[src/hw/sched_params.svh]
`ifndef SCHED_PARAMS_SVH
`define SCHED_PARAMS_SVH

// bank geometry
`define SCHED_BANK_GROUPS       2
`define SCHED_BANKS_PER_GROUP   2
`define SCHED_BANKS             4
`define SCHED_BANK_BITS         2

// bus address is {row, bank group, bank, column}
`define SCHED_ROW_BITS          8
`define SCHED_COL_BITS          4
`define SCHED_ADDR_BITS         14
`define SCHED_DATA_BITS         32

`define SCHED_QUEUE_DEPTH       4   // entries per bank

// timing in clock cycles
`define SCHED_ACT_LATENCY       8
`define SCHED_PRE_LATENCY       5
`define SCHED_BURST_GAP         4   // spacing of read/write commands

// opcodes for the column view of the command address
`define SCHED_OP_READ           3'b101
`define SCHED_OP_WRITE          3'b100
`define SCHED_OP_PRECHARGE      3'b010

`endif

[src/hw/sched_pkg.sv]
`include "sched_params.svh"

package sched_pkg;

    typedef enum logic [1:0] {
        CMD_READ      = 2'd0,
        CMD_WRITE     = 2'd1,
        CMD_ACTIVATE  = 2'd2,
        CMD_PRECHARGE = 2'd3
    } cmd_kind_e;

    // request after address split, bank is the flat index
    typedef struct packed {
        logic                          write;
        logic [`SCHED_BANK_BITS-1:0]   bank;
        logic [`SCHED_ROW_BITS-1:0]    row;
        logic [`SCHED_COL_BITS-1:0]    col;
        logic [`SCHED_DATA_BITS-1:0]   data;
    } sched_req_t;

    // activate carries the row in the low bits
    typedef struct packed {
        logic [`SCHED_ADDR_BITS-`SCHED_ROW_BITS-1:0]   pad;
        logic [`SCHED_ROW_BITS-1:0]                    row;
    } cmd_row_view_t;

    // read, write and precharge carry opcode on top and column below
    typedef struct packed {
        logic [2:0]                                    op;
        logic [`SCHED_ADDR_BITS-3-`SCHED_COL_BITS-1:0] pad;
        logic [`SCHED_COL_BITS-1:0]                    col;
    } cmd_col_view_t;

    typedef union packed {
        cmd_row_view_t row_view;
        cmd_col_view_t col_view;
    } cmd_addr_u;

    typedef struct packed {
        cmd_kind_e                                  kind;
        logic [$clog2(`SCHED_BANK_GROUPS)-1:0]      bank_group;
        logic [$clog2(`SCHED_BANKS_PER_GROUP)-1:0]  bank;
        cmd_addr_u                                  addr;
        logic [`SCHED_DATA_BITS-1:0]                data;  // zero unless write
    } dram_cmd_t;

    typedef struct packed {
        logic                        open;
        logic [`SCHED_ROW_BITS-1:0]  row;   // meaningful only when open
        logic                        busy;
    } bank_status_t;

endpackage

[src/hw/bank_queues.sv]
`timescale 1ns/100ps
`include "sched_params.svh"

module bank_queues
    import sched_pkg::*;
(
    input  logic                                 clk_in,
    input  logic                                 rst_in,
    input  logic                                 dec_valid,
    input  sched_req_t                           dec_req,
    input  logic [`SCHED_BANKS-1:0]              pop,
    output logic [`SCHED_BANKS-1:0]              head_valid,
    output sched_req_t [`SCHED_BANKS-1:0]        head_req
);

    localparam int PTR_BITS = (`SCHED_QUEUE_DEPTH > 1) ? $clog2(`SCHED_QUEUE_DEPTH) : 1;
    localparam int CNT_BITS = $clog2(`SCHED_QUEUE_DEPTH + 1);

    // pointer advance with wrap, depth need not be a power of two
    function automatic logic [PTR_BITS-1:0] next_ptr(input logic [PTR_BITS-1:0] ptr);
        logic [PTR_BITS-1:0] nxt;
        if (ptr == PTR_BITS'(`SCHED_QUEUE_DEPTH - 1)) begin
            nxt = '0;
        end else begin
            nxt = ptr + 1'b1;
        end
        return nxt;
    endfunction

    for (genvar b = 0; b < `SCHED_BANKS; b++) begin : g_bank
        sched_req_t            mem [`SCHED_QUEUE_DEPTH];
        logic [PTR_BITS-1:0]   rd_ptr;
        logic [PTR_BITS-1:0]   wr_ptr;
        logic [CNT_BITS-1:0]   count;
        logic                  push;

        assign push = dec_valid && (dec_req.bank == `SCHED_BANK_BITS'(b));

        always_ff @(posedge clk_in) begin
            if (push) begin
                mem[wr_ptr] <= dec_req;
            end
        end

        always_ff @(posedge clk_in or posedge rst_in) begin
            if (rst_in) begin
                rd_ptr <= '0;
                wr_ptr <= '0;
                count  <= '0;
            end else begin
                if (push) begin
                    wr_ptr <= next_ptr(wr_ptr);
                end
                if (pop[b]) begin
                    rd_ptr <= next_ptr(rd_ptr);
                end
                // simultaneous push and pop leave the count alone
                case ({push, pop[b]})
                    2'b10:   count <= count + 1'b1;
                    2'b01:   count <= count - 1'b1;
                    default: count <= count;
                endcase
            end
        end

        assign head_valid[b] = (count != '0);
        assign head_req[b]   = mem[rd_ptr];   // don't care while empty
    end

endmodule

[src/hw/bank_state_table.sv]
`timescale 1ns/100ps
`include "sched_params.svh"

module bank_state_table
    import sched_pkg::*;
(
    input  logic                             clk_in,
    input  logic                             rst_in,
    input  logic [`SCHED_BANKS-1:0]          do_activate,
    input  logic [`SCHED_BANKS-1:0]          do_precharge,
    input  logic [`SCHED_ROW_BITS-1:0]       act_row,
    output bank_status_t [`SCHED_BANKS-1:0]  bank_status
);

    localparam int MAX_LAT  = (`SCHED_ACT_LATENCY > `SCHED_PRE_LATENCY) ?
                              `SCHED_ACT_LATENCY : `SCHED_PRE_LATENCY;
    localparam int TMR_BITS = $clog2(MAX_LAT + 1);

    logic [TMR_BITS-1:0]          timer [`SCHED_BANKS];
    logic [`SCHED_BANKS-1:0]      open_q;
    logic [`SCHED_ROW_BITS-1:0]   row_q [`SCHED_BANKS];

    // countdown is loaded at the strobe edge, the bank reads busy while nonzero
    always_ff @(posedge clk_in or posedge rst_in) begin
        if (rst_in) begin
            open_q <= '0;
            for (int b = 0; b < `SCHED_BANKS; b++) begin
                timer[b] <= '0;
            end
        end else begin
            for (int b = 0; b < `SCHED_BANKS; b++) begin
                if (do_activate[b]) begin
                    open_q[b] <= 1'b1;
                    timer[b]  <= TMR_BITS'(`SCHED_ACT_LATENCY);
                end else if (do_precharge[b]) begin
                    open_q[b] <= 1'b0;
                    timer[b]  <= TMR_BITS'(`SCHED_PRE_LATENCY);
                end else if (timer[b] != '0) begin
                    timer[b] <= timer[b] - 1'b1;
                end
            end
        end
    end

    always_ff @(posedge clk_in) begin
        for (int b = 0; b < `SCHED_BANKS; b++) begin
            if (do_activate[b]) begin
                row_q[b] <= act_row;   // row latched with the activate
            end
        end
    end

    always_comb begin
        for (int b = 0; b < `SCHED_BANKS; b++) begin
            bank_status[b].open = open_q[b];
            bank_status[b].row  = row_q[b];
            bank_status[b].busy = (timer[b] != '0);
        end
    end

endmodule

[src/hw/command_arbiter.sv]
`timescale 1ns/100ps
`include "sched_params.svh"

module command_arbiter
    import sched_pkg::*;
(
    input  logic                           clk_in,
    input  logic                           rst_in,
    input  logic                           cmd_ready,
    input  logic [`SCHED_BANKS-1:0]        head_valid,
    input  sched_req_t [`SCHED_BANKS-1:0]  head_req,
    output logic [`SCHED_BANKS-1:0]        pop,
    output logic                           cmd_valid,
    output dram_cmd_t                      cmd_out
);

    localparam int BG_BITS  = $clog2(`SCHED_BANK_GROUPS);
    localparam int BA_BITS  = $clog2(`SCHED_BANKS_PER_GROUP);
    localparam int GAP_BITS = $clog2(`SCHED_BURST_GAP + 1);

    bank_status_t [`SCHED_BANKS-1:0]  bank_status;
    cmd_kind_e                        need_kind [`SCHED_BANKS];
    logic [`SCHED_BANKS-1:0]          is_col;
    logic [`SCHED_BANKS-1:0]          eligible;
    logic [`SCHED_BANKS-1:0]          do_activate;
    logic [`SCHED_BANKS-1:0]          do_precharge;
    logic [GAP_BITS-1:0]              gap_cnt;
    logic                             gap_ok;
    logic                             sel_valid;
    logic                             win;
    logic [`SCHED_BANK_BITS-1:0]      sel_bank;
    sched_req_t                       sel_req;
    cmd_kind_e                        sel_kind;
    logic                             sel_is_col;
    dram_cmd_t                        next_cmd;

    bank_state_table i_bank_state_table (
        .clk_in       (clk_in),
        .rst_in       (rst_in),
        .do_activate  (do_activate),
        .do_precharge (do_precharge),
        .act_row      (sel_req.row),
        .bank_status  (bank_status)
    );

    // command each head needs given the bank's open row
    always_comb begin
        for (int b = 0; b < `SCHED_BANKS; b++) begin
            if (!bank_status[b].open) begin
                need_kind[b] = CMD_ACTIVATE;
            end else if (bank_status[b].row != head_req[b].row) begin
                need_kind[b] = CMD_PRECHARGE;   // row miss
            end else if (head_req[b].write) begin
                need_kind[b] = CMD_WRITE;
            end else begin
                need_kind[b] = CMD_READ;
            end
            is_col[b]   = (need_kind[b] == CMD_READ) || (need_kind[b] == CMD_WRITE);
            eligible[b] = head_valid[b] && !bank_status[b].busy && (!is_col[b] || gap_ok);
        end
    end

    // descending scan so the lowest eligible bank wins
    always_comb begin
        sel_valid = 1'b0;
        sel_bank  = '0;
        for (int b = `SCHED_BANKS - 1; b >= 0; b--) begin
            if (eligible[b]) begin
                sel_valid = 1'b1;
                sel_bank  = `SCHED_BANK_BITS'(b);
            end
        end
    end

    assign sel_req    = head_req[sel_bank];
    assign sel_kind   = need_kind[sel_bank];
    assign sel_is_col = is_col[sel_bank];
    assign win        = cmd_ready && sel_valid;

    always_comb begin
        next_cmd.kind       = sel_kind;
        next_cmd.bank_group = BG_BITS'(sel_bank / `SCHED_BANKS_PER_GROUP);
        next_cmd.bank       = BA_BITS'(sel_bank % `SCHED_BANKS_PER_GROUP);
        next_cmd.data       = (sel_kind == CMD_WRITE) ? sel_req.data : '0;
        if (sel_kind == CMD_ACTIVATE) begin
            next_cmd.addr.row_view.pad = '0;
            next_cmd.addr.row_view.row = sel_req.row;
        end else begin
            case (sel_kind)
                CMD_READ:  next_cmd.addr.col_view.op = `SCHED_OP_READ;
                CMD_WRITE: next_cmd.addr.col_view.op = `SCHED_OP_WRITE;
                default:   next_cmd.addr.col_view.op = `SCHED_OP_PRECHARGE;
            endcase
            next_cmd.addr.col_view.pad = '0;
            next_cmd.addr.col_view.col = sel_req.col;
        end
    end

    // strobes act at the slot edge, so the next cycle sees the new state
    always_comb begin
        pop          = '0;
        do_activate  = '0;
        do_precharge = '0;
        if (win) begin
            case (sel_kind)
                CMD_ACTIVATE:  do_activate[sel_bank]  = 1'b1;
                CMD_PRECHARGE: do_precharge[sel_bank] = 1'b1;
                default:       pop[sel_bank]          = 1'b1;   // access retires the head
            endcase
        end
    end

    assign gap_ok = (gap_cnt == '0);

    always_ff @(posedge clk_in or posedge rst_in) begin
        if (rst_in) begin
            cmd_valid <= 1'b0;
            gap_cnt   <= '0;
        end else begin
            cmd_valid <= win;
            if (win && sel_is_col) begin
                gap_cnt <= GAP_BITS'(`SCHED_BURST_GAP - 1);
            end else if (!gap_ok) begin
                gap_cnt <= gap_cnt - 1'b1;
            end
        end
    end

    always_ff @(posedge clk_in) begin
        if (win) begin
            cmd_out <= next_cmd;
        end
    end

endmodule

[src/hw/request_decoder.sv]
`timescale 1ns/100ps
`include "sched_params.svh"

module request_decoder
    import sched_pkg::*;
(
    input  logic                          clk_in,
    input  logic                          rst_in,
    input  logic                          req_valid,
    input  logic [`SCHED_ADDR_BITS-1:0]   req_addr,
    input  logic                          req_write,
    input  logic [`SCHED_DATA_BITS-1:0]   req_data,
    output logic                          dec_valid,
    output sched_req_t                    dec_req
);

    localparam int BG_BITS = $clog2(`SCHED_BANK_GROUPS);
    localparam int BA_BITS = $clog2(`SCHED_BANKS_PER_GROUP);

    logic [`SCHED_COL_BITS-1:0]   col;
    logic [BA_BITS-1:0]           ba;
    logic [BG_BITS-1:0]           bg;
    logic [`SCHED_ROW_BITS-1:0]   row;
    logic [`SCHED_BANK_BITS-1:0]  flat_bank;

    assign col = req_addr[`SCHED_COL_BITS-1:0];
    assign ba  = req_addr[`SCHED_COL_BITS +: BA_BITS];
    assign bg  = req_addr[`SCHED_COL_BITS+BA_BITS +: BG_BITS];
    assign row = req_addr[`SCHED_ADDR_BITS-1 -: `SCHED_ROW_BITS];

    // group * banks per group + bank
    assign flat_bank = `SCHED_BANK_BITS'(bg) * `SCHED_BANK_BITS'(`SCHED_BANKS_PER_GROUP)
                     + `SCHED_BANK_BITS'(ba);

    always_ff @(posedge clk_in or posedge rst_in) begin
        if (rst_in) begin
            dec_valid <= 1'b0;
        end else begin
            dec_valid <= req_valid;
        end
    end

    always_ff @(posedge clk_in) begin
        if (req_valid) begin
            dec_req <= '{write: req_write, bank: flat_bank, row: row, col: col, data: req_data};
        end
    end

endmodule

[src/hw/request_scheduler.sv]
`timescale 1ns/100ps
`include "sched_params.svh"

module request_scheduler
    import sched_pkg::*;
(
    input  logic                          clk_in,
    input  logic                          rst_in,
    input  logic                          req_valid,
    input  logic [`SCHED_ADDR_BITS-1:0]   req_addr,
    input  logic                          req_write,
    input  logic [`SCHED_DATA_BITS-1:0]   req_data,
    input  logic                          cmd_ready,
    output logic                          cmd_valid,
    output dram_cmd_t                     cmd_out
);

    logic                            dec_valid;
    sched_req_t                      dec_req;
    logic [`SCHED_BANKS-1:0]         head_valid;
    sched_req_t [`SCHED_BANKS-1:0]   head_req;
    logic [`SCHED_BANKS-1:0]         pop;

    request_decoder i_request_decoder (
        .clk_in    (clk_in),
        .rst_in    (rst_in),
        .req_valid (req_valid),
        .req_addr  (req_addr),
        .req_write (req_write),
        .req_data  (req_data),
        .dec_valid (dec_valid),
        .dec_req   (dec_req)
    );

    // in-order queue per bank
    bank_queues i_bank_queues (
        .clk_in     (clk_in),
        .rst_in     (rst_in),
        .dec_valid  (dec_valid),
        .dec_req    (dec_req),
        .pop        (pop),
        .head_valid (head_valid),
        .head_req   (head_req)
    );

    command_arbiter i_command_arbiter (
        .clk_in     (clk_in),
        .rst_in     (rst_in),
        .cmd_ready  (cmd_ready),
        .head_valid (head_valid),
        .head_req   (head_req),
        .pop        (pop),
        .cmd_valid  (cmd_valid),
        .cmd_out    (cmd_out)
    );

endmodule

[config.mk]
export PLATFORM = sky130hd
export DESIGN_NAME = request_scheduler
export DESIGN_NICKNAME = d
export VERILOG_FILES = /design/src/hw/sched_pkg.sv /design/src/hw/bank_queues.sv /design/src/hw/bank_state_table.sv /design/src/hw/command_arbiter.sv /design/src/hw/request_decoder.sv /design/src/hw/request_scheduler.sv
export VERILOG_INCLUDE_DIRS = /design/src /design/src/hw
export SDC_FILE = /design/constraint.sdc
export NUM_CORES = 1
export LEC_CHECK = 0
export BUFFER_PORTS_ARGS = -buffer_cell sky130_fd_sc_hd__buf_4
export CAP_MARGIN = 10
export CORE_MARGIN = 5
export CORE_UTILIZATION = 55
export DETAILED_ROUTE_END_ITERATION = 8
export PLACE_DENSITY = 0.72
export SYNTH_ARGS = -nofsm -noshare
export SYNTH_HDL_FRONTEND = slang
export SYNTH_SLANG_ARGS = --single-unit
[constraint.sdc]
create_clock -name clk_in -period 5.2 [get_ports clk_in]
set_input_delay 1.04 -clock clk_in [delete_from_list [all_inputs] [get_ports clk_in]]
set_output_delay 1.04 -clock clk_in [all_outputs]
set_load 0.01 [all_outputs]
After elaboration in Yosys (flattened, before gate mapping)
Memory sizes are Yosys's and may differ from the RTL's.
Cells that the tools add are included.
- flip-flop bits (word level): 150
- memory bits (writable): 784
- input bits: 51
- output and inout bits: 51
- word-level logic and storage cells: 255
- memories: 5
- $add $sub $neg: 22
- magnitude comparators: 3
- equal/unequal tests: 31
- muxes and demuxes: 96
- bitwise operators: 1
- reduce and logical (&&, ||, !) cells: 62
- memory list (memory ; depth ; width ; rd ports ; clocked after Yosys merged registers in ; wr ports ; line ; RTL):
    i_bank_queues.g_bank[0].mem ; 4 ; 47 ; 1 ; 0 ; 1 ; bank_queues.sv:31 ; sched_req_t mem [`SCHED_QUEUE_DEPTH];
    i_bank_queues.g_bank[1].mem ; 4 ; 47 ; 1 ; 0 ; 1 ; bank_queues.sv:31 ;
    i_bank_queues.g_bank[2].mem ; 4 ; 47 ; 1 ; 0 ; 1 ; bank_queues.sv:31 ;
    i_bank_queues.g_bank[3].mem ; 4 ; 47 ; 1 ; 0 ; 1 ; bank_queues.sv:31 ;
    i_command_arbiter.i_bank_state_table.row_q ; 4 ; 8 ; 4 ; 0 ; 1 ; bank_state_table.sv:21 ; logic [`SCHED_ROW_BITS-1:0] row_q [`SCHED_BANKS];
- operators by type and width (operator ; count):
    binary-select mux 47 bit (select 2 bit) ; 1
    2-to-1 mux 4 bit ; 19
    2-to-1 mux 2 bit ; 25
    2-to-1 mux 44 bit ; 1
    2-to-1 mux 1 bit ; 37
    equality test 2 bit, second input constant ; 16
    inequality test 8 bit ; 4
    one-hot mux 3 bit (2 select lines) ; 5
    2-to-1 mux 8 bit ; 3
    nonzero test 3 bit ; 8
    OR reduction 8 bit ; 3
    equality test 2 x 1 -> 1 bit, second input constant ; 10
    adder 2 x 1 -> 2 bit, second input constant ; 8
    nonzero test 2 bit ; 8
    nonzero test 4 bit ; 4
    subtractor 4 x 1 -> 4 bit, second input constant ; 4
    logical AND 1 bit ; 15
    subtractor 3 x 1 -> 3 bit, second input constant ; 5
    adder 3 x 1 -> 3 bit, second input constant ; 4
    zero test 2 bit ; 6
    zero test 1 bit ; 8
    logical OR 1 bit ; 8
    2-to-1 mux 3 bit ; 2
    binary-select mux 2 bit (select 2 bit) ; 1
    other kinds (10) ; 10

Depth between registers and ports, before layout
An unclocked memory read counts as a cell.
- word-level depth: 26
- depth in mapped cells: 19
- mapped depth without buffers: 18

Modules after synthesis
Synthesis repeated with hierarchy kept, for this count alone.
- cell total of the unflattened synthesis: 1646
- area, all modules: 35738.0 µm²
- by module, submodules not included (module ; instances ; cells an instance ; area an instance (µm²) ; sequential area each (µm²)):
    bank_queues ; 1 ; 1124 ; 28758.8 ; 23282.3
    command_arbiter ; 1 ; 348 ; 3527.1 ; 1511.4
    bank_state_table ; 1 ; 125 ; 2011.9 ; 1461.4
    request_decoder ; 1 ; 49 ; 1440.1 ; 1436.4

Worst setup path before layout
No wires, ideal clock.
- path kind: flip-flop to flip-flop
- start point: register i_bank_queues.g_bank[0].rd_ptr[0]
- end point: register i_bank_queues.g_bank[3].count[2]
- setup time: 79 ps
- data arrival time: 3796 ps
- required time: 5121 ps
- slack: 1325 ps
- stages on the path, launching flop included: 17
- buffers on the path: 2
- period minus slack after synthesis: 3875 ps
- cell sequence: dfrtp_1 buf_2 mux4_2 xnor2_1 nand4_1 nor4_2 o221ai_1 nor2_1 buf_2 nand3_1 inv_1 ha_1 inv_1 fa_1 xor2_1 nor2_1 xor2_1
- cells in the longest elaborated chain, start to end: 20
- elaborated cells on any way between the ends: 32
- those cells by class: order compare (2); eq/ne (6); mux (13); bitwise (1); reduce/logical (9); memory (1)
- ends and longest elaborated chain (what ; line ; RTL):
    start: declaration ; bank_queues.sv:32 ; logic [PTR_BITS-1:0] rd_ptr;
    start signal: assignment ; bank_queues.sv:55 ; rd_ptr <= next_ptr(rd_ptr);
    memory (4 x 47 bit) * ; -- ;
    inequality test 8 bit or 2-to-1 mux 1 bit (tied branches) ; command_arbiter.sv:51, command_arbiter.sv:53 ;
    2-to-1 mux 2 bit * ; command_arbiter.sv:51 ; end else if (bank_status[b].row != head_req[b].row) begin
    2-to-1 mux 2 bit * ; command_arbiter.sv:49 ; if (!bank_status[b].open) begin
    equality test 2 x 1 -> 1 bit or zero test 2 bit (tied branches) ; command_arbiter.sv:58 ; is_col[b] = (need_kind[b] == CMD_READ) || (need_kind[b] == CMD_WRITE);
    logical OR 1 bit ; command_arbiter.sv:58 ;
    zero test 1 bit ; command_arbiter.sv:59 ; eligible[b] = head_valid[b] && !bank_status[b].busy && (!is_col[b] || gap_ok);
    logical OR 1 bit ; command_arbiter.sv:59 ;
    (+4 left out) ; -- ;
    2-to-1 mux 2 bit (not written as such) (2 in a row) ; command_arbiter.sv:76 ; assign sel_kind = need_kind[sel_bank];
    equality test 2 bit ; command_arbiter.sv:105 ; case (sel_kind)
    OR reduction 2 bit (no source line) ; -- ;
    2-to-1 mux 4 bit ; command_arbiter.sv:105 ;
    2-to-1 mux 4 bit * ; command_arbiter.sv:104 ; if (win) begin
    net i_bank_queues.pop[3] ; bank_queues.sv:11 ; input logic [`SCHED_BANKS-1:0] pop,
    equality test 2 x 1 -> 1 bit or equality test 2 bit (tied branches) ; bank_queues.sv:58 ; case ({push, pop[b]})
    one-hot mux 3 bit (2 select lines) or nonzero test 2 bit (tied branches) ; -- ;
    end signal: assignment ; bank_queues.sv:59 ; 2'b10: count <= count + 1'b1;
    end signal: assignment ; bank_queues.sv:60 ; 2'b01: count <= count - 1'b1;
    end signal: assignment ; bank_queues.sv:61 ; default: count <= count;
    end: declaration ; bank_queues.sv:34 ; logic [CNT_BITS-1:0] count;
Mark *: on every way through the listed nets, which the timed path passes. The rest lies on a longest branch. The select of a mux whose other input is x is not followed.
A chain may end at the register's enable or synchronous reset.

Worst setup path in the final report
- start point: register i_bank_queues.g_bank[0].rd_ptr[0]
- end point: register i_bank_queues.g_bank[2].count[2]
- cells in the longest elaborated chain, start to end: 20
- elaborated cells on any way between the ends: 32
- those cells by class: order compare (2); eq/ne (6); mux (13); bitwise (1); reduce/logical (9); memory (1)
- ends and longest elaborated chain (what ; line):
    memory (4 x 47 bit) * ; --
    inequality test 8 bit or 2-to-1 mux 1 bit (tied branches) ; command_arbiter.sv:51, command_arbiter.sv:53
    2-to-1 mux 2 bit * ; command_arbiter.sv:51
    2-to-1 mux 2 bit * ; command_arbiter.sv:49
    equality test 2 x 1 -> 1 bit or zero test 2 bit (tied branches) ; command_arbiter.sv:58
    logical OR 1 bit ; command_arbiter.sv:58
    zero test 1 bit ; command_arbiter.sv:59
    logical OR 1 bit ; command_arbiter.sv:59
    (+4 left out) ; --
    2-to-1 mux 2 bit (not written as such) (2 in a row) ; command_arbiter.sv:76
    equality test 2 bit ; command_arbiter.sv:105
    OR reduction 2 bit (no source line) ; --
    2-to-1 mux 4 bit ; command_arbiter.sv:105
    2-to-1 mux 4 bit * ; command_arbiter.sv:104
    net i_bank_queues.pop[2] ; bank_queues.sv:11
    equality test 2 x 1 -> 1 bit or equality test 2 bit (tied branches) ; bank_queues.sv:58
    one-hot mux 3 bit (2 select lines) or nonzero test 2 bit (tied branches) ; --
    end signal: assignment ; bank_queues.sv:59
    end signal: assignment ; bank_queues.sv:60
    end signal: assignment ; bank_queues.sv:61
    end: declaration ; bank_queues.sv:34
Marks and branches as above.

==> summary.md <==
| Metric | Value |
|---|---|
| Worst-skew pair later-pin latency | `roughly 670 ps` |
| Synth async-reset ratio | `under 10%` |
| Die area | `between 0.06 and 0.07 mm²` |
| CP Data Arrival Time | `5260 ps` |
| WHS | `472 ps` |
| Layout area overhead | `14.0%` |
| CTS Sinks | `899` |
| Netlist Area Pre-Place | `0.0344 mm²` |
| Leakage | `about 13 nW` |
| Worst-margin pin slew | `1130 ps` |
| CP Cell Sequence | `mux4_2, xnor2_1, nand4_1, nor4_2, a21oi_2, o21ba_2, o32ai_1, buf_4, inv_2, and3_1, ha_1, inv_1, fa_1, xor2_1, nor2_1, xor2_1` |
| Total GRT Usage | `around a quarter` |
| Fmax | `around 210 MHz` |
| P_int | `around 14 mW` |
| Vias in the first global route | `17400` |
| Die Span X | `260 µm` |
| Yosys warnings | `0` |
| Slew HR | `25.0%` |
| Post-route setup TNS | `0 ps` |
| Via/cell ratio | `6.29` |
| Routed WL | `~79000 µm` |
| WL/cell | `just under 30 µm` |
| Drt first pass iters | `5` |
| Antenna Violating Nets Remaining | `0` |
| Clock share of power | `30.8%` |
| IO Pins | `102` |
| H-tree levels | `3` |
| Sw Ratio | `29.5%` |
| CP max-delay cell | `nor4_2` |
| Multi-input combinational cell area | `about 0.0072 mm²` |
| Mapped Avg Cell Area | `about 21 µm²` |
| P_sw | `~6.1 mW` |
| Seq pwr share | `46.7%` |
| Dpl hpwl | `43700 µm` |
| Final Net Count | `1884` |
| Critical path launch point type | `flop` |
| Crit share post-route | `90.0%` |
| Post-Place Cell Area | `roughly 0.036 mm²` |
| CTS Buf Count | `88` |
| Worst setup EP type | `flop` |
| Mapped Cells | `1629` |
| CP peak stage delay | `between 600 and 700 ps` |
| Worst-path clk slew | `60 ps` |
| Min Tclk post-route | `4680 ps` |
| Port-buffer cells | `98` |
| # rows | `91` |
| Hold-fix buffers, CTS | `0` |
| Flop-to-flop setup slack | `around 520 ps` |
| DR iter-0 viols | `between 1500 and 2000` |
| Filler cells | `4111` |
| #FFs+latches synth | `899` |
| Routed via count | `17000` |
| TritonCTS clock tree | `done` |
| Crit path required time | `5790 ps` |
| Worst-path fanout max | `14` |
| Fin area | `a little under 0.04 mm²` |
| # setup viols final | `0` |
| CP top delay family | `simple AND/OR/NAND/NOR gates` |
| Unrepaired setup endpoints after global routing | `no` |
| Netlist cell types | `between 50 and 60` |
| DRC viols | `0` |
| Largest net degree at the start of global routing | `54` |
| Hold Path Class | `flop to flop` |
| EDFF count, synth | `846` |
| Initial antenna violation count | `1` |
| Post-synthesis sequential area ratio | `77.7%` |
| CP Class | `flop to flop` |
| Max_cap viols | `0` |
| Final Power | `20.5 mW` |
| RePlAce Congestion | `0.829` |
| Critical Path Most Common Cell | `xor2_1` |
| Worst vdd ir | `0.405 mV` |
| Overflow after GRT | `0` |
| Max clock buf depth | `3` |
| Clk_skew | `47.1 ps` |
| Chip height | `260 µm` |
| Flip-flop and latch area | `0.0268 mm²` |
| Area of the core | `0.0618 mm²` |
| Fin util | `a little under two thirds` |
| Final count of pins violating max slew | `0` |
| Post-synth top flop | `edfxtp_1` |
| Layout cells sized above 1 | `26.5%` |
| Final hold viol count | `0` |
| Cts repair resizes | `0` |
| CTS root buf | `clkbuf_16` |
| Initial Util | `55.6%` |
| PwrDens | `523 mW/mm²` |
| Number of buffers and inverters on the critical path | `3` |
| Global-route wire length before repair | `116000 µm` |
| Post-CTS Setup Inserts | `0` |
| Combinational power share | `between 20% and 30%` |
| N_diodes | `0` |
| Status | `completed` |
==> synthesized netlist by cell type (7+ instances only) <==
master	instances	area share, %
a21oi_1	45	0.65
a222oi_1	7	0.20
a22oi_1	75	1.6
and2_1	22	0.40
buf_2	20	0.29
clkbuf_1	46	0.50
dfrtp_1	53	3.9
edfxtp_1	846	74
ha_1	34	1.2
inv_1	46	0.50
mux2_2	8	0.26
mux4_2	180	12
nand2_1	41	0.45
nand2b_1	12	0.22
nand3_1	10	0.15
nand4_1	7	0.13
nor2_1	26	0.28
nor3_1	14	0.20
o21ai_0	13	0.19
or3_1	8	0.15
xnor2_1	40	1.0
xor2_1	9	0.23
==> cell type report <==
class	count	area share (%)
clock buffer	110	5.91
clock inverter	54	1.46
inverter	47	0.450
multi-input combinational	614	18.4
sequential	899	68.2
tap	837	2.67
timing repair buffer	145	2.84
==> per-layer routing <==
metal  part of all wire (%)  up-vias  track usage, %
li1                       -     7001               -
met3                    9.3      138            4.33
met1                     39     8980            34.0
met4                    2.5        0            6.71
met5                      0        -               0
met2                     49      904            38.1
==> cell families (layout without fill, tap and decap cells) <==
logic type	after synthesis	after routing	synth area share [%]
compound gates	171	171	3.49
flops	899	899	77.7
buf+inv	118	356	1.40
mux	195	195	12.3
simple gates	158	158	2.38
fa+ha+maj	38	38	1.47
other cells	1	3	0.0109
xor+xnor	49	49	1.25
==> through the flow <==
stage	setup WS (ps)	instances
floorplan	1320	1631
global placement	712	2542
detailed placement	631	2542
CTS	595	2706
global route	287	2706
finish	521	2706
==> final timing paths <==
check                                                    end  cells past startpoint                               from
min in group asynchronous        i_command_arbiter.cmd_valid                      3                             rst_in
min reg2reg                 i_bank_queues.g_bank[0].count[2]                      1   i_bank_queues.g_bank[0].count[2]
max in group asynchronous  i_bank_queues.g_bank[1].rd_ptr[0]                      3                             rst_in
min                         i_bank_queues.g_bank[0].count[2]                      1   i_bank_queues.g_bank[0].count[2]
max reg2reg                 i_bank_queues.g_bank[2].count[2]                     16  i_bank_queues.g_bank[0].rd_ptr[0]
max                         i_bank_queues.g_bank[2].count[2]                     16  i_bank_queues.g_bank[0].rd_ptr[0]
==> cell usage in the layout (no fill, tap or decap), types with 5 or more instances in the layout <==
master     netlist  final
o21ai_0         13     13
a21o_1           5      5
mux2_2           8      8
inv_1           46     44
xor2_1           9      9
nand2b_1        12     12
nor3_1          14     13
nor2_1          26     24
a21oi_1         45     45
clkbuf_1        46     20
dfrtp_1         53     45
and2_2           0     16
edfxtp_1       846    846
mux4_2         180    180
nand2_1         41     41
clkinv_2         0     17
a222oi_1         7      7
bufinv_16        0      9
xnor2_1         40     40
buf_4            4    143
ha_1            34     34
nand4_1          7      7
clkbuf_16        0     89
and2_1          22      6
or3_1            8      8
nand3_1         10     10
clkinv_1         0     20
a22oi_1         75     75
==> power groups by stage <==
stage / combinational [mW] / clock, mW / sequential, mW
4_1_cts: 4.62 / 6.42 / 9.58
3_3_place_gp: 4.50 / 0 / 9.68
3_5_place_dp: 4.59 / 0 / 9.72
6_report: 4.61 / 6.32 / 9.56
2_1_floorplan: 2.95 / 0 / 9.43
5_1_grt: 4.92 / 6.74 / 9.65
==> registers in the layout (all words and copies together) (netlist names) <==
| name | flops |
|---|---|
| i_bank_queues.g_bank.count | 12 |
| i_bank_queues.g_bank.mem | 720 |
| i_bank_queues.g_bank.rd_ptr | 8 |
| i_bank_queues.g_bank.wr_ptr | 8 |
| i_command_arbiter.cmd_out | 47 |
| i_command_arbiter.cmd_valid | 1 |
| i_command_arbiter.gap_cnt | 3 |
| i_command_arbiter.i_bank_state_table.open_q | 4 |
| i_command_arbiter.i_bank_state_table.row_q | 32 |
| i_command_arbiter.i_bank_state_table.timer | 16 |
| i_request_decoder.dec_req | 47 |
| i_request_decoder.dec_valid | 1 |
==> worst reg2reg max path: stages, from the launching register on <==
cell     delay (ps)
dfrtp_4         610
mux4_2          600
xnor2_1         180
nand4_1         180
nor4_2          640
a21oi_2         260
o21ba_2         300
o32ai_1          80
buf_4           210
inv_2           220
and3_1          270
ha_1            200
inv_1            60
fa_1            370
xor2_1          150
nor2_1          130
xor2_1          150
Power figures use the tool's default switching activity.
